==> src/logic/hdc_dim_pkg.sv <==
`default_nettype none

package hdc_dim_pkg;

    // hypervector geometry
    localparam int DIM       = 64;
    // one lane per core result
    localparam int NUM_LANES = 4;

    // signed per-dimension counter
    localparam int CNT_W     = 8;
    // symmetric limits, so -128 is never reached
    localparam int CNT_MAX   = 2 ** (CNT_W - 1) - 1;
    localparam int CNT_MIN   = -CNT_MAX;
    // room for counter plus up to NUM_LANES steps before clamping
    localparam int SUM_W     = CNT_W + 2;

    // number of vectors added since clear, wraps
    localparam int TALLY_W   = 16;

    typedef logic [DIM-1:0]            hv_t;
    typedef logic signed [CNT_W-1:0]   count_t;
    typedef logic signed [SUM_W-1:0]   sum_t;
    typedef logic [TALLY_W-1:0]        tally_t;

endpackage

`default_nettype wire

==> src/logic/hdc_cmd_pkg.sv <==
`default_nettype none

package hdc_cmd_pkg;

    import hdc_dim_pkg::*;

    // command opcodes
    typedef enum logic [1:0] {
        op_clear           = 2'd0,
        op_accumulate      = 2'd1,
        op_bind_accumulate = 2'd2,
        op_read            = 2'd3
    } opcode_t;

    // command as it arrives from the cores
    typedef struct packed {
        opcode_t                opcode;
        logic [NUM_LANES-1:0]   lane_mask;
        hv_t                    key;
        hv_t [NUM_LANES-1:0]    lanes;
    } hdc_cmd_t;

    // decoded op, key already applied to the lanes
    // lane_mask is zero for clear and read
    typedef struct packed {
        opcode_t                opcode;
        logic [NUM_LANES-1:0]   lane_mask;
        hv_t [NUM_LANES-1:0]    lanes;
    } hdc_op_t;

    // read result
    typedef struct packed {
        hv_t      sign;
        tally_t   tally;
    } hdc_result_t;

endpackage

`default_nettype wire

==> src/logic/sign_result.sv <==
`timescale 1ns/1ps
`default_nettype none

module sign_result
    import hdc_cmd_pkg::*;
(
    input  wire logic    clk,
    input  wire logic    reset,

    // from the counters
    input  wire logic    rd_valid,
    output logic         rd_ready,
    input  hdc_result_t  rd,

    // result port
    output logic         result_valid,
    input  wire logic    result_ready,
    output hdc_result_t  result
);

    logic load;

    // free when empty or the held entry leaves this edge
    assign rd_ready = !result_valid || result_ready;
    assign load     = rd_valid && rd_ready;

    // entry valid
    // a new load may replace an entry on the edge it drains
    always_ff @(posedge clk) begin
        if (reset) begin
            result_valid <= 1'b0;
        end else if (rd_ready) begin
            result_valid <= rd_valid;
        end
    end

    // held data, only changes on a load
    // stable while stalled since rd_ready is low then
    always_ff @(posedge clk) begin
        if (load) begin
            result <= rd;
        end
    end

endmodule

`default_nettype wire

==> config.mk <==
export PLATFORM = sky130hd
export DESIGN_NAME = sign_result
export DESIGN_NICKNAME = d
export VERILOG_FILES = /design/src/logic/hdc_dim_pkg.sv /design/src/logic/hdc_cmd_pkg.sv /design/src/logic/sign_result.sv
export SDC_FILE = /design/constraint.sdc
export NUM_CORES = 1
export LEC_CHECK = 0
export ABC_AREA = 1
export BUFFER_PORTS_ARGS = -buffer_cell sky130_fd_sc_hd__buf_2
export CAP_MARGIN = 25
export CORE_ASPECT_RATIO = 0.8
export CORE_MARGIN = 1.5
export CORE_UTILIZATION = 37
export DETAILED_ROUTE_END_ITERATION = 10
export HOLD_SLACK_MARGIN = 0.08
export PLACE_DENSITY = 0.75
export SLEW_MARGIN = 20
export SYNTH_ARGS = -nofsm -noshare
export SYNTH_HDL_FRONTEND = slang
export SYNTH_SLANG_ARGS = --single-unit
export TNS_END_PERCENT = 5
==> constraint.sdc <==
create_clock -name clk -period 4.9 [get_ports clk]
set_input_delay 0.245 -clock clk [delete_from_list [all_inputs] [get_ports clk]]
set_output_delay 0.245 -clock clk [all_outputs]
set_load 0.005 [all_outputs]
======== Word-level counts from Yosys, hierarchy flattened ========
Cells that the tools add are included.
storage, ports and cells
  register bits after elaboration ......... 81
  input bits .............................. 84
  output and inout bits ................... 82
  word-level logic and storage cells ...... 6
cells by class
  reductions and logical operators ........ 3
operator list
  operator           number
  1-bit logical AND  1
  1-bit zero test    1
  1-bit logical OR   1

======== Depth between registers and ports, before layout ========
Gate-level depths: netlist of run 1.
  depth in word-level cells ............... 3
  gate-level depth with buffers ........... 3
  mapped depth without buffers ............ 3

======== Worst setup path before layout of run 1 ========
Ideal clock, no wire load.
  path type ............................... register -> register
  start point ............................. reg result_valid
  end point ............................... reg result[0] (netlist name), enable pin
  setup time .............................. 0.544 ns
  data arrival time ....................... 4.236 ns
  path slack .............................. 0.120 ns
  cell stages (with the launch flop) ...... 2
  cells stage by stage .................... dfxtp_1 > a21oi_1
between the ends
  longest elaborated chain between the ends .. 3
RTL lines
  element                 line               RTL
  start, declared         sign_result.sv:16  output logic result_valid,
  start signal, assigned  sign_result.sv:33  result_valid <= rd_valid;
  1-bit zero test         sign_result.sv:24  assign rd_ready = !result_valid || result_ready;
  1-bit logical OR        sign_result.sv:24
  1-bit logical AND       sign_result.sv:25  assign load = rd_valid && rd_ready;
  named net load          sign_result.sv:21  logic load;
  end signal, assigned    sign_result.sv:41  result <= rd;
  end, declared           sign_result.sv:18  output hdc_result_t result
The timed path passes the listed nets, and every way through them passes these cells.
A chain may end at the register's enable or synchronous reset.

======== Worst setup path in the final report of run 1 ========
  start point ............................. reg result_valid
  end point ............................... reg result[72] (netlist name), enable pin
Same word-level chain as after synthesis.

==> results of run 1 <==
-- report_power, final --
| part | switching [W] | internal [W] | leakage, nW |
|---|---|---|---|
| Combinational | 0.0000604 | 0.0000933 | 1.02 |
| Sequential | 0.0000116 | 0.000809 | 0.782 |
| Clock | 0.000245 | 0.000241 | 0.0958 |
-- registers in the layout (all words and copies together), names as in the netlist --
| name | count |
|---|---|
| result | 80 |
| result_valid | 1 |
-- cell type report --
class	instances	area (sq um)
clock inverters	7	77.6
flip-flops and latches	81	2420
multi-input cells	3	31.3
clock buffers	9	124
well taps	84	105
repair buffers	247	1660
inverters	2	7.51
fillers	424	1980
-- worst paths after layout --
check	startpoint	to	slack [ns]	cells after the start
worst min register to register	result_valid	result_valid	0.53	2
worst min-delay path	rd[27]	result[27]	0.1	1
worst max register to register	result_valid	result[72]	3.01	2
worst max-delay path	result_valid	result[72]	3.01	2
-- worst reg2reg max path, cell delays in order, from the launching register on --
cell	delay, ns
dfxtp_1	0.36
a21oi_4	0.56
buf_4	0.60
-- cell families after synthesis --
family,Yosys count,share of synthesized area [%]
flops,81,98.9
compound gates,2,0.562
buf+inv,2,0.306
simple gates,1,0.256
-- layout by cell type (no fill, tap or decap) --
cell           netlist  final
inv_2                1      1
bufinv_16            0      1
a21oi_2              1      1
nand2_2              1      1
buf_16               0      1
inv_8                0      1
dfxtp_1              1      1
buf_4                0      1
buf_2                0    165
clkinv_1             0      1
a21oi_4              0      1
clkbuf_8             0      9
inv_6                0      2
clkinvlp_4           0      2
inv_1                1      1
edfxtp_1            80     80
dlygate4sd3_1        0     80
-- per-layer routing --
layer  wire length, um  global-route usage, %  vias to the layer above
met5                 0                      0                        -
met4               146                   8.62                        0
met3               535                   7.19                       14
met2              3730                   34.5                       92
met1              2550                   20.7                      893
li1                  -                      -                      858
-- stage by stage --
| step | setup slack [ns] | total power (W) |
|---|---|---|
| final | 3.01 | 0.00146 |
| after detailed placement | 2.63 | 0.000935 |
| after global routing | 2.89 | 0.00152 |
| after floorplan | 0.120 | 0.000860 |
| after CTS | 2.64 | 0.00147 |
| after global placement | 2.67 | 0.000928 |
-- synthesized netlist by cell type --
| cell type | n |
|---|---|
| nand2_2 | 1 |
| inv_1 | 1 |
| a21oi_2 | 1 |
| dfxtp_1 | 1 |
| inv_2 | 1 |
| edfxtp_1 | 80 |
| a21oi_1 | 1 |
-- repair_timing --
action,CTS,global route
endpoints found under the hold margin,80,0
hold buffers,80,0
setup buffers,0,0
==> impl_metrics.env, run 1 <==
export IMPL_end_kind="flop"
export IMPL_finalCriticalPeriod_ns=1.89
export IMPL_routed_wl_um=6960
export IMPL_post_route_drc_count=0
export IMPL_grt_pass1_wl_um=9340
export IMPL_hold_viol=0
export IMPL_hold_path_class="input pin to flop"
export IMPL_dpl_cell_count=336
export IMPL_globalplace_congestion=0.672
export IMPL_ys_seq_area_share_pct=98.9
export IMPL_grt_pass1_vias=1817
export IMPL_htree_levels=3
export IMPL_p_leak_nw=1.89
export IMPL_routedWlPerCell_um=16.1
export IMPL_start_kind="flop"
export IMPL_fin_setup_tns_ns=0
export IMPL_fmax_mhz=530
export IMPL_cpLargestDelayFamily="buffers and inverters"
export IMPL_path_max_fanout=45
export IMPL_synth_cell_types=7
export IMPL_syn_cell_area_sq_um=2450
export IMPL_rsz0062_at_grt="no"
export IMPL_drive_above_1_share_pct=53.3
export IMPL_worstPathCellList="a21oi_4, buf_4"
export IMPL_crit_buf_inv=1
export IMPL_drv_slew=0
export IMPL_rows=26
export IMPL_coreArea_sq_um=6410
export IMPL_ir_worst_vdd_mv=0.185
export IMPL_ys_warn_count=0
export IMPL_slew_headroom_pct=56.6
export IMPL_cap_violations=0
export IMPL_syn_inst=86
export IMPL_drt_vias_per_instance=4.29
export IMPL_antenna_left=0
export IMPL_cp_slowest_stage_delay_ns=0.60
export IMPL_final_nets=428
export IMPL_dr_pass1_iters=4
export IMPL_synth_top_cell_area_share_pct=98.1
export IMPL_instances_no_fill=433
export IMPL_cpMaxStageDelayCell="buf_4"
export IMPL_die_w_um=94.0
export IMPL_die_h_um=75.8
export IMPL_dpl_cell_area_sq_um=3400
export IMPL_grt_max_degree=46
export IMPL_design_area_sq_um=4430
export IMPL_ys_seq_elements=81
export IMPL_cts_resized=0
export IMPL_synth_area_leaders="edfxtp_1, dfxtp_1, a21oi_2"
export IMPL_tightestPinTransition_ns=0.649
export IMPL_antenna_cells=0
export IMPL_path_clk_slew_ns=0.08
export IMPL_grt_overflow_total=0
export IMPL_area_growth_pct=80.8
export IMPL_post_route_util_pct=69.1
export IMPL_port_buffers=165
export IMPL_cts_root_buf="clkbuf_8"
export IMPL_synth_top_cell_by_area="edfxtp_1"
export IMPL_drtIter0Drc=45
export IMPL_clkSinkCount=81
export IMPL_start_util_pct=38.2
export IMPL_grt_total_usage_pct=19.2
export IMPL_synth_nets=170
export IMPL_die_area_sq_um=7120
export IMPL_status="completed"
export IMPL_fin_crit_sh_pct=38.5
export IMPL_pin_count=166
export IMPL_final_setup_viol_count=0
export IMPL_timing_hold_ws_ns=0.0978
export IMPL_cp_required_ns=4.88
export IMPL_clock_latency_ns=0.34
export IMPL_dp_hpwl_um=4290
export IMPL_worstSetupPathType="flop to flop"
export IMPL_cp_arrival_ns=1.87
export IMPL_fin_skew_ns=0.00546
export IMPL_syn_mean_instance_area_sq_um=28.5
export IMPL_cts_buffers=9
export IMPL_cts_tree="done"
export IMPL_p_per_area_nw_per_um2=330
export IMPL_dr_total_vias=1857
export IMPL_antenna_found_initial=0
export IMPL_cts_buffer_depth=2
(Power assumes the default switching activity.)
==> run 2, diff against run 1 <==
Clock period 4.9 ns to 1.55 ns, I/O delays scaled along.
==> impl_metrics.env, run 2 (same netlist as run 1, synthesis figures left out) <==
export IMPL_status="completed"
export IMPL_coreArea_sq_um=6410
export IMPL_pin_count=166
export IMPL_cts_hold_buf=82
export IMPL_rows=26
export IMPL_drt_vias_per_instance=4.38
export IMPL_routed_wl_um=7010
export IMPL_post_route_util_pct=69.7
export IMPL_fmax_mhz=792
export IMPL_post_route_drc_count=0
export IMPL_routedWlPerCell_um=16.1
export IMPL_fin_crit_sh_pct=81.5
export IMPL_path_max_fanout=27
export IMPL_cts_resized=0
export IMPL_end_kind="flop"
export IMPL_fin_skew_ns=0.00659
export IMPL_drtIter0Drc=77
export IMPL_drive_above_1_share_pct=53.4
export IMPL_clock_latency_ns=0.33
export IMPL_cap_violations=0
export IMPL_p_per_area_nw_per_um2=1020
export IMPL_dp_hpwl_um=4140
export IMPL_postCtsSetupRepairBufs=0
export IMPL_regToRegStartpoint="result_valid"
export IMPL_dr_pass1_iters=4
export IMPL_port_buffers=165
export IMPL_final_common_cell="buf_2"
export IMPL_die_h_um=75.8
export IMPL_antenna_cells=0
export IMPL_design_area_sq_um=4470
export IMPL_final_setup_viol_count=0
export IMPL_final_cell_mix="buf_2, dlygate4sd3_1, edfxtp_1"
export IMPL_path_clk_slew_ns=0.08
export IMPL_nFillCells=424
export IMPL_slew_headroom_pct=72.2
export IMPL_worstHoldStart="rd_valid"
export IMPL_largestRegisters="result: 80 flops, result_valid: 1 flops"
export IMPL_die_w_um=94.0
export IMPL_clkSinkCount=81
export IMPL_grt_overflow_total=0
export IMPL_cts_buffers=9
export IMPL_antenna_left=0
export IMPL_ir_worst_vdd_mv=0.561
export IMPL_fin_setup_tns_ns=0
export IMPL_globalplace_congestion=0.708
export IMPL_worst_slack_ns=0.287
export IMPL_tightestPinTransition_ns=0.416
export IMPL_dp_slack_ns=0.289
export IMPL_grt_pass1_vias=1967
export IMPL_final_nets=431
export IMPL_multiInputGateArea_sq_um=31.3
export IMPL_rsz0062_at_grt="no"
export IMPL_cts_buffer_depth=2
export IMPL_area_growth_pct=82.4
export IMPL_p_leak_nw=1.92
export IMPL_worstSetupPathType="flop to flop"
export IMPL_start_util_pct=38.2
export IMPL_start_kind="flop"
export IMPL_drv_slew=0
export IMPL_seqCellArea_sq_um=2420
export IMPL_hold_viol=0
export IMPL_dr_total_vias=1909
export IMPL_grt_pass1_wl_um=9920
export IMPL_hold_path_class="input pin to flop"
export IMPL_dpl_cell_area_sq_um=3450
export IMPL_antenna_found_initial=0
export IMPL_crit_start="result_valid"
export IMPL_htree_levels=3
export IMPL_top_register="result"
export IMPL_cts_root_buf="clkbuf_8"
export IMPL_largest_register_ffs=80
export IMPL_die_area_sq_um=7120
export IMPL_cp_required_ns=1.58
export IMPL_grt_total_usage_pct=19.7
export IMPL_cts_tree="done"
export IMPL_grt_max_degree=28
export IMPL_finalCriticalPeriod_ns=1.26
export IMPL_cp_arrival_ns=1.30
-- run 2: cell count changes in the layout (fill, tap and decap cells not counted), sizes merged --
cell	delta
clkinv	+3
dlygate4sd3	+2
clkinvlp	-2
clkbuf	+1
buf	+1
inv	-2
-- run 2: final cells by class --
| cell class | count | area share, % |
|---|---|---|
| timing repair buffer | 250 | 38.2 |
| sequential | 81 | 54.2 |
| clock inverter | 6 | 1.48 |
| tap | 84 | 2.35 |
| clock buffer | 10 | 2.86 |
| multi-input combinational | 3 | 0.700 |
| inverter | 2 | 0.168 |
-- run 2: stage by stage --
step                      hold slack [ns]  std cells  power, W
final                               0.230        436   0.00456
after global routing                0.223        436   0.00476
after CTS                           0.213        436   0.00460
after detailed placement            0.239        338   0.00297
after global placement              0.234        338   0.00296
after floorplan                     0.133         86   0.00271
-- run 2: final timing paths --
check | to | slack, ns | depth (start not counted)
hold reg to reg | result[22] | 0.68 | 1
hold / removal | result[22] | 0.23 | 3
setup reg to reg | result[37] | 0.29 | 2
setup / recovery | result[37] | 0.29 | 2
-- run 2: power breakdown --
part	total, W	switching, W	internal (W)
clock	0.00147	0.000719	0.000750
combinational	0.000504	0.000197	0.000307
sequential	0.00259	0.0000336	0.00256
-- run 2: layer usage --
layer / global-route usage (%) / vias up / wire length [um]
met3: 6.19 / 18 / 498
met5: 0 / - / 0
met1: 20.6 / 922 / 2500
li1: - / 866 / -
met2: 37.0 / 103 / 3830
met4: 9.12 / 0 / 187
-- run 2: critical path, stage by stage, from the launching register on --
cell     delay [ns]
dfxtp_2        0.35
a21oi_4        0.36
buf_12         0.25
