$ cat src/logic/hdc_dim_pkg.sv
`default_nettype none

package hdc_dim_pkg;

    // hypervector geometry
    localparam int DIM       = 64;
    // one lane per core result
    localparam int NUM_LANES = 4;

    // signed per-dimension counter
    localparam int CNT_W     = 8;
    // symmetric limits, so -128 is never reached
    localparam int CNT_MAX   = 2 ** (CNT_W - 1) - 1;
    localparam int CNT_MIN   = -CNT_MAX;
    // room for counter plus up to NUM_LANES steps before clamping
    localparam int SUM_W     = CNT_W + 2;

    // number of vectors added since clear, wraps
    localparam int TALLY_W   = 16;

    typedef logic [DIM-1:0]            hv_t;
    typedef logic signed [CNT_W-1:0]   count_t;
    typedef logic signed [SUM_W-1:0]   sum_t;
    typedef logic [TALLY_W-1:0]        tally_t;

endpackage

`default_nettype wire

$ cat src/logic/hdc_cmd_pkg.sv
`default_nettype none

package hdc_cmd_pkg;

    import hdc_dim_pkg::*;

    // command opcodes
    typedef enum logic [1:0] {
        op_clear           = 2'd0,
        op_accumulate      = 2'd1,
        op_bind_accumulate = 2'd2,
        op_read            = 2'd3
    } opcode_t;

    // command as it arrives from the cores
    typedef struct packed {
        opcode_t                opcode;
        logic [NUM_LANES-1:0]   lane_mask;
        hv_t                    key;
        hv_t [NUM_LANES-1:0]    lanes;
    } hdc_cmd_t;

    // decoded op, key already applied to the lanes
    // lane_mask is zero for clear and read
    typedef struct packed {
        opcode_t                opcode;
        logic [NUM_LANES-1:0]   lane_mask;
        hv_t [NUM_LANES-1:0]    lanes;
    } hdc_op_t;

    // read result
    typedef struct packed {
        hv_t      sign;
        tally_t   tally;
    } hdc_result_t;

endpackage

`default_nettype wire

$ cat src/logic/cmd_decode.sv
`timescale 1ns/1ps
`default_nettype none

module cmd_decode
    import hdc_dim_pkg::*, hdc_cmd_pkg::*;
(
    input  wire logic   clk,
    input  wire logic   reset,

    // command side
    input  wire logic   cmd_valid,
    output logic        cmd_ready,
    input  hdc_cmd_t    cmd,

    // towards the counters
    output logic        op_valid,
    input  wire logic   op_ready,
    output hdc_op_t     op
);

    hdc_op_t next_op;

    // single stage, takes a new command when empty or draining
    assign cmd_ready = !op_valid || op_ready;

    // form the lane operation
    always_comb begin
        next_op.opcode    = cmd.opcode;
        next_op.lane_mask = cmd.lane_mask;
        next_op.lanes     = cmd.lanes;
        case (cmd.opcode)
            op_bind_accumulate: begin
                // bind each lane with the key
                for (int l = 0; l < NUM_LANES; l++) begin
                    next_op.lanes[l] = cmd.lanes[l] ^ cmd.key;
                end
            end
            op_accumulate: begin
                // lanes pass unchanged
            end
            default: begin
                // clear / read carry no lane bits
                next_op.lane_mask = '0;
            end
        endcase
    end

    // stage valid
    always_ff @(posedge clk) begin
        if (reset) begin
            op_valid <= 1'b0;
        end else if (cmd_ready) begin
            op_valid <= cmd_valid;
        end
    end

    // payload, loads only on a transfer
    always_ff @(posedge clk) begin
        if (cmd_valid && cmd_ready) begin
            op <= next_op;
        end
    end

endmodule

`default_nettype wire

$ cat config.mk
export PLATFORM = sky130hd
export DESIGN_NAME = cmd_decode
export DESIGN_NICKNAME = d
export VERILOG_FILES = /design/src/logic/hdc_dim_pkg.sv /design/src/logic/hdc_cmd_pkg.sv /design/src/logic/cmd_decode.sv
export SDC_FILE = /design/constraint.sdc
export NUM_CORES = 1
export LEC_CHECK = 0
export ABC_AREA = 1
export BUFFER_PORTS_ARGS = -buffer_cell sky130_fd_sc_hd__clkbuf_2
export CAP_MARGIN = 10
export CORE_AREA = 5 5 230 232
export CTS_BUF_LIST = sky130_fd_sc_hd__clkbuf_16
export DETAILED_ROUTE_END_ITERATION = 10
export DIE_AREA = 0 0 235 237
export PLACE_DENSITY = 0.61
export SETUP_SLACK_MARGIN = 0.1
export SLEW_MARGIN = 0
export SYNTH_ARGS = -nofsm -noshare
export SYNTH_HDL_FRONTEND = slang
export SYNTH_SLANG_ARGS = --single-unit
$ cat constraint.sdc
create_clock -name clk -period 34 [get_ports clk]
set_clock_uncertainty 0.15 [all_clocks]
set_input_delay 1.7 -clock clk [delete_from_list [all_inputs] [get_ports clk]]
set_output_delay 1.7 -clock clk [all_outputs]
set_load 0.02 [all_outputs]
# --- Word level (Yosys, flattened, before mapping) ---
# Index checks and enable logic that the tools add are counted.
word_totals:
  regBits: 263
  inputBits: 330
  out_inout_bits: 264
  wordCells: 18
classes:
  n_eq_ne: 2
  n_mux: 1
  bitwise_logic: 4
  reduce_logical: 4
op_table:
  columns: ["cell", "n"]
  rows:
  - ["two-way mux 256 bit", 1]
  - ["XOR 64 bit", 4]
  - ["== test 2 x 1 -> 1 bit (second input constant)", 1]
  - ["== test 2 bit (second input constant)", 1]
  - ["OR reduction 2 bit", 1]
  - ["logical AND 1 bit", 1]
  - ["zero test 1 bit", 1]
  - ["logical OR 1 bit", 1]

# --- Logic depth before layout (Yosys ltp) ---
# Gate-level depths: netlist of the first run.
logic_depth:
  depth_word: 3
  mapped_depth: 8
  depth_no_buf: 6

# --- Worst setup path before layout of the first run ---
# No wires, ideal clock.
synth_path:
  path_kind: "input-to-reg"
  startpoint: "input cmd_valid"
  endpoint: "register op[0] (netlist bit) (enable)"
  setup_ps: 973
  arrival_time_ps: 14304
  t_required_ps: 32877
  slack_ps: 18573
  path_stages: 2
  path_buffers: 0
  cell_sequence: "inv_1 -> a21oi_1"
synth_via:
  elab_chain_len: 1
synth_lines:
  columns: ["item", "line", "source"]
  rows:
  - ["start, declared", "cmd_decode.sv:11", "input wire logic cmd_valid,"]
  - ["logical AND 1 bit", "cmd_decode.sv:59", "if (cmd_valid && cmd_ready) begin"]
  - ["end signal, assigned", "cmd_decode.sv:60", "op <= next_op;"]
  - ["end, declared", "cmd_decode.sv:18", "output hdc_op_t op"]
# No other way between the ends.
# A chain may end at the register's enable or synchronous reset.

# --- Final worst setup path of the first run ---
layout_path:
  startpoint: "input op_ready"
  endpoint: "register op[250] (netlist bit) (enable)"
layout_via:
  elab_chain_len: 2
layout_lines:
  columns: ["item", "line", "source"]
  rows:
  - ["start, declared", "cmd_decode.sv:17", "input wire logic op_ready,"]
  - ["logical OR 1 bit", "cmd_decode.sv:24", "assign cmd_ready = !op_valid || op_ready;"]
  - ["logical AND 1 bit", "cmd_decode.sv:59", null]
# No other way between the ends.

==> flow_metrics.py, run 1 <==
metrics = {
    "run_status": {
        "run_status": "finished, final reports clean",
    },
    "pwr": {
        "seqPwrFrac_pct": 47.2,
        "worst_ir_drop_vdd_mv": 0.04957,
        "switching_share_pct": 27.04,
        "power.switching_uw": 225.2,
        "power.clock.fraction_pct": 37.1,
        "power_report.internal_total_uw": 607.6,
        "combPwrFrac_pct": 15.7,
        "leakage_nw": 10.10,
        "power_density_nw_per_um2": 47.43,
    },
    "clock_network": {
        "cts_root_buf": "sky130_fd_sc_hd__clkbuf_16",
        "path_clk_slew_ns": 0.06,
        "htreeDepth": 1,
        "post-cts-setup-buffer-count": 0,
        "cts_resized": 0,
        "cts_inserted_buffers": 30,
        "worstSkewPairLatency_ns": 0.55,
        "cts-hold-fix-buffers": 0,
        "cts_tree": "yes",
        "cts_num_sinks": 263,
        "cts_max_path_buffers": 3,
    },
    "synth": {
        "synthesis.instances": 1437,
        "synth_nets": 1768,
        "ys.warnings.count": 0,
        "synth.cell_area_sq_um": 12860,
        "ys_seq_elements": 263,
        "synth.top_cell.area_share_pct": 61.17,
        "postSynthAreaPerCell_sq_um": 8.950,
        "synth.yosys.seq_area_share_pct": 61.33,
        "synth_area_leader_cell": "sky130_fd_sc_hd__edfxtp_1",
        "synth.top_cells.by_area": "sky130_fd_sc_hd__edfxtp_1, sky130_fd_sc_hd__nand2_1, sky130_fd_sc_hd__inv_1, sky130_fd_sc_hd__nand2_4, sky130_fd_sc_hd__inv_2",
        "ys_types": 11,
    },
    "sta": {
        "setup_tns_ns": 0,
        "maxSlewViolCount": 0,
        "max_freq_mhz": 233.3,
        "timing.final.crit_period_ns": 4.286,
        "final_min_period_over_clock_period_pct": 12.61,
        "tightest_slew_ns": 1.049,
        "finalSetupViolations": 0,
        "report.final.hold_viol_count": 0,
        "grt_setup_unrepaired": "false",
        "max_slew_margin_pct": 30.04,
    },
    "floorplan": {
        "effective_utilization_at_floorplan_pct": 25.33,
        "core_region_area_sq_um": 50780,
        "die_height_um": 237,
        "number_of_cell_rows": 83,
        "die_area_sq_um": 55700,
        "fp.dieW_um": 235,
        "boundaryPins": 594,
    },
    "global_routing": {
        "largest_net_degree_at_the_start_of_global_routing": 76,
        "grt_usage_pct": 13.72,
        "grt_first_pass_wirelength_um": 61120,
        "globalRoute.totalOverflow": 0,
        "number_of_global_route_vias_before_repair": 10910,
        "grt_antenna_before_repair": 3,
    },
    "finish": {
        "most_frequent_standard_cell_in_the_layout_excluding_fill_and_tap_cells": "sky130_fd_sc_hd__nand2_1",
        "fin_cells": 2766,
        "layout.filler_cells": 5204,
        "area_delta_synth_final_pct": 36.52,
        "mostFrequentLayoutCells": "sky130_fd_sc_hd__nand2_1, sky130_fd_sc_hd__clkbuf_2, sky130_fd_sc_hd__inv_1",
        "finish.net_count": 2392,
        "drive_above_1_share_pct": 36.61,
    },
    "worst_hold_path": {
        "holdCritStartpoint": "op_valid",
        "hold_class": "flop to flop",
    },
    "critical_path": {
        "critPathMostFrequentCell": "sky130_fd_sc_hd__buf_4",
        "cp-start-kind": "input port",
        "timing.critical_path.from": "op_ready",
        "worstPathMaxFanout": 75,
        "reg2reg_from": "op_valid",
        "cpMaxStageDelayCell": "sky130_fd_sc_hd__buf_4",
        "crit_required_ns": 34.02,
        "crit_arrival_ns": 4.31,
        "crit_chain": "clkbuf_2 > inv_1 > a21oi_4 > buf_4 > buf_4 > buf_4",
        "slowest_stage_delay_cp_ns": 0.84,
        "critical_path_class": "input port to flop",
        "critPathCaptureType": "flop",
    },
    "place": {
        "placement.io_buffers": 593,
        "dp_hpwl_um": 33040,
        "finalWeightedCongestion": 0.9173,
        "dp.cells": 2709,
    },
    "routing": {
        "detailed_route_vias_per_instance": 3.989,
        "detail_route.drc_violations": 0,
        "avgRoutedWirePerCell_um": 14.65,
        "via_count": 11030,
        "drt_iter0_drc": 449,
        "routed_wirelength_um": 40530,
        "drt.antenna.violating_nets": 0,
        "drt_pre_antenna_iters": 4,
    },
    "run": {
        "max_cap_violation_count": 0,
    },
}
## final timing paths
check                   to  slack (ns)  cells past startpoint
setup / recovery   op[250]       29.71                      6
hold / removal    op_valid        0.40                      2
setup reg to reg   op[250]       30.62                      4
hold reg to reg   op_valid        0.40                      2
## critical path, delay by kind of cell
kind / cells / cell delay (ns)
buffers and inverters: 5 / 2.28
AOI/OAI and AO/OA: 1 / 0.11
## metrics by stage
stage | hold WS [ns] | area [sq um] | total power [mW] | utilization, % | setup slack (ns)
final | 0.4014 | 17560 | 0.8327 | 34.58 | 29.71
after global routing | 0.4275 | 17560 | 0.8714 | 34.58 | 29.53
after CTS | 0.4032 | 17550 | 0.8477 | 34.57 | 29.72
after detailed placement | 0.3953 | 16620 | 0.5325 | 32.72 | 29.11
after global placement | 0.3674 | 16620 | 0.5296 | 32.72 | 29.16
after floorplan | 0.5555 | 12860 | 0.4791 | - | 18.57
## registers in the layout, indices dropped and copies added (netlist names)
signal / count
op_valid: 1
op: 262
## cells by family after synthesis
kind of cell	count (synthesis)	synth area share [%]
fa+ha+maj	1	0.09727
buf+inv	334	10.57
flops	263	61.33
compound gates	2	0.07783
simple gates	837	27.93
## final cells by class
type	count	area (sq um)	area share, %
multi-input combinational	840	3638	20.72
inverter	327	1227	6.991
tap	680	850.8	4.846
timing repair buffer	599	3013	17.16
antenna	2	5.005	0.02850
clock inverter	24	160.2	0.9121
sequential	263	7888	44.92
clock buffer	31	775.7	4.418
## power groups by stage
stage	Sequential, mW	Combinational (mW)	Clock, mW
2_1_floorplan	0.436	0.0431	0
3_3_place_gp	0.400	0.130	0
3_5_place_dp	0.400	0.132	0
4_1_cts	0.394	0.133	0.321
5_1_grt	0.395	0.144	0.333
6_report	0.393	0.131	0.309
## Yosys cell counts
cell type and instances:
sky130_fd_sc_hd__edfxtp_1 262, sky130_fd_sc_hd__buf_6 1, sky130_fd_sc_hd__ha_1 1, sky130_fd_sc_hd__a21oi_1 2
sky130_fd_sc_hd__nand2_4 60, sky130_fd_sc_hd__inv_2 60, sky130_fd_sc_hd__nand2_1 773, sky130_fd_sc_hd__inv_1 267
sky130_fd_sc_hd__nor2_1 4, sky130_fd_sc_hd__buf_12 6, sky130_fd_sc_hd__dfxtp_1 1
## routing by layer
metal  vias to the layer above  part of all wire (%)  track usage, %
met4                         0                   3.8           5.521
met1                      4955                    37           14.73
li1                       5560                     -               -
met3                        93                    10           5.474
met2                       426                    49           24.20
met5                         -                     0               0
Power figures use the tool's default switching activity.
==> inputs of run 2 (changes only) <==
--- a/config.mk
+++ b/config.mk
@@ -12,7 +12,7 @@
 export CTS_BUF_LIST = sky130_fd_sc_hd__clkbuf_16
 export DETAILED_ROUTE_END_ITERATION = 10
 export DIE_AREA = 0 0 235 237
-export PLACE_DENSITY = 0.61
+export PLACE_DENSITY = 0.63
 export SETUP_SLACK_MARGIN = 0.1
 export SLEW_MARGIN = 0
 export SYNTH_ARGS = -nofsm -noshare
==> constraint.sdc (replaced) <==
create_clock -name clk -period 3.7 [get_ports clk]
set_clock_uncertainty 0.15 [all_clocks]
set_input_delay 0.185 -clock clk [delete_from_list [all_inputs] [get_ports clk]]
set_output_delay 0.185 -clock clk [all_outputs]
set_load 0.02 [all_outputs]
==> flow_metrics.py, run 2 <==
metrics = {
    "synth": {
        "synth.yosys.seq_area_share_pct": 61.33,
        "ys_types": 11,
        "synth.top_cell.area_share_pct": 61.17,
        "synth.top_cells.by_area": "sky130_fd_sc_hd__edfxtp_1, sky130_fd_sc_hd__nand2_1, sky130_fd_sc_hd__inv_1, sky130_fd_sc_hd__nand2_4, sky130_fd_sc_hd__inv_2",
        "postSynthAreaPerCell_sq_um": 8.950,
        "synth.cell_area_sq_um": 12860,
        "synthesis.instances": 1437,
        "ys_seq_elements": 263,
        "synth_area_leader_cell": "sky130_fd_sc_hd__edfxtp_1",
        "ys.warnings.count": 0,
        "async_reset_ff_share_pct": 0,
        "netlist_top_cells_count": "sky130_fd_sc_hd__nand2_1, sky130_fd_sc_hd__inv_1, sky130_fd_sc_hd__edfxtp_1",
        "synth_enable_flop_cells": 262,
        "synth_most_common_cell": "sky130_fd_sc_hd__nand2_1",
        "yosys_most_used_dff": "sky130_fd_sc_hd__edfxtp_1",
        "synth_nets": 1768,
    },
    "floorplan": {
        "fp.dieW_um": 235,
        "boundaryPins": 594,
        "effective_utilization_at_floorplan_pct": 25.33,
        "die_height_um": 237,
        "number_of_cell_rows": 83,
    },
    "run_status": {
        "stop_stage": "clock tree synthesis",
        "run_status": "did not finish",
        "first-error": "[ERROR RSZ-0060] Max buffer count reached.",
    },
    "clock_network": {
        "cts_resized": 0,
        "cts_root_buf": "sky130_fd_sc_hd__clkbuf_16",
        "cts_inserted_buffers": 30,
        "post-cts-setup-buffer-count": 0,
        "cts-hold-fix-buffers": 555,
        "cts_num_sinks": 263,
        "htreeDepth": 1,
        "cts_max_path_buffers": 3,
    },
    "place": {
        "placement_setup_slack_ns": 1.662,
        "finalWeightedCongestion": 0.9056,
        "placement.io_buffers": 593,
        "dp_hpwl_um": 32430,
        "dp.cells": 2712,
    },
}
[run 2: cell counts after synthesis]
No cell type changed its count.
[run 2: through the flow]
stage / area, sq um / hold WS, ns
after floorplan: 12880 / 0.09436
after global placement: 16710 / 0.1826
after detailed placement: 16710 / 0.1979
[run 2: cell families after synthesis]
logic type	count (synthesis)	synth area share, %
simple gates	837	27.93
fa+ha+maj	1	0.09727
buf+inv	334	10.57
compound gates	2	0.07783
flops	263	61.33
==> inputs of run 3 (changes only) <==
--- a/config.mk
+++ b/config.mk
@@ -8,12 +8,10 @@
 export ABC_AREA = 1
 export BUFFER_PORTS_ARGS = -buffer_cell sky130_fd_sc_hd__clkbuf_2
 export CAP_MARGIN = 10
-export CORE_AREA = 5 5 230 232
-export CTS_BUF_LIST = sky130_fd_sc_hd__clkbuf_16
+export CORE_MARGIN = 5
+export CORE_UTILIZATION = 24
 export DETAILED_ROUTE_END_ITERATION = 10
-export DIE_AREA = 0 0 235 237
-export PLACE_DENSITY = 0.63
-export SETUP_SLACK_MARGIN = 0.1
+export PLACE_DENSITY_LB_ADDON = 0.15
 export SLEW_MARGIN = 0
 export SYNTH_ARGS = -nofsm -noshare
 export SYNTH_HDL_FRONTEND = slang
==> constraint.sdc (replaced) <==
create_clock -name clk -period 4.8 [get_ports clk]
set_clock_uncertainty 0.15 [all_clocks]
set_input_delay 0.24 -clock clk [delete_from_list [all_inputs] [get_ports clk]]
set_output_delay 0.24 -clock clk [all_outputs]
set_load 0.02 [all_outputs]
==> flow_metrics.py, run 3 <==
metrics = {
    "place": {
        "dp_hpwl_um": 34870,
        "finalWeightedCongestion": 0.8631,
        "placement.io_buffers": 593,
    },
    "clock_network": {
        "cts-hold-fix-buffers": 557,
        "cts_max_path_buffers": 3,
        "cts_resized": 0,
        "cts_inserted_buffers": 34,
        "cts_num_sinks": 263,
        "cts_root_buf": "sky130_fd_sc_hd__clkbuf_16",
        "post-cts-setup-buffer-count": 0,
        "htreeDepth": 2,
    },
    "synth": {
        "synth.cell_area_sq_um": 12860,
        "ys_seq_elements": 263,
        "synth_enable_flop_cells": 262,
        "synth_nets": 1768,
        "synth.yosys.seq_area_share_pct": 61.33,
        "ys_types": 11,
        "async_reset_ff_share_pct": 0,
        "ys.warnings.count": 0,
        "synth_most_common_cell": "sky130_fd_sc_hd__nand2_1",
        "synth_area_leader_cell": "sky130_fd_sc_hd__edfxtp_1",
        "postSynthAreaPerCell_sq_um": 8.950,
        "netlist_top_cells_count": "sky130_fd_sc_hd__nand2_1, sky130_fd_sc_hd__inv_1, sky130_fd_sc_hd__edfxtp_1",
        "synthesis.instances": 1437,
        "synth.top_cells.by_area": "sky130_fd_sc_hd__edfxtp_1, sky130_fd_sc_hd__nand2_1, sky130_fd_sc_hd__inv_1, sky130_fd_sc_hd__nand2_4, sky130_fd_sc_hd__inv_2",
        "synth.top_cell.area_share_pct": 61.17,
        "yosys_most_used_dff": "sky130_fd_sc_hd__edfxtp_1",
    },
    "run_status": {
        "run_status": "did not finish",
        "stop_stage": "clock tree synthesis",
        "first-error": "[ERROR RSZ-0060] Max buffer count reached.",
    },
    "floorplan": {
        "die_height_um": 241.5,
        "boundaryPins": 594,
        "number_of_cell_rows": 84,
        "effective_utilization_at_floorplan_pct": 24.33,
        "fp.dieW_um": 241.5,
    },
}
run 3: cells by family after synthesis:
| group | share of synthesized area, % |
|---|---|
| compound gates | 0.07783 |
| fa+ha+maj | 0.09727 |
| buf+inv | 10.57 |
| flops | 61.33 |
| simple gates | 27.93 |
run 3: metrics by stage:
| stage | hold slack (ns) | setup TNS (ns) | area, sq um | setup WS [ns] | instances |
|---|---|---|---|---|---|
| 2_1_floorplan | 0.1517 | -126.97 | 12880 | -0.4846 | 1437 |
| 3_3_place_gp | 0.2436 | 0 | 16680 | 2.431 | 2718 |
| 3_5_place_dp | 0.2413 | 0 | 16680 | 2.414 | 2718 |
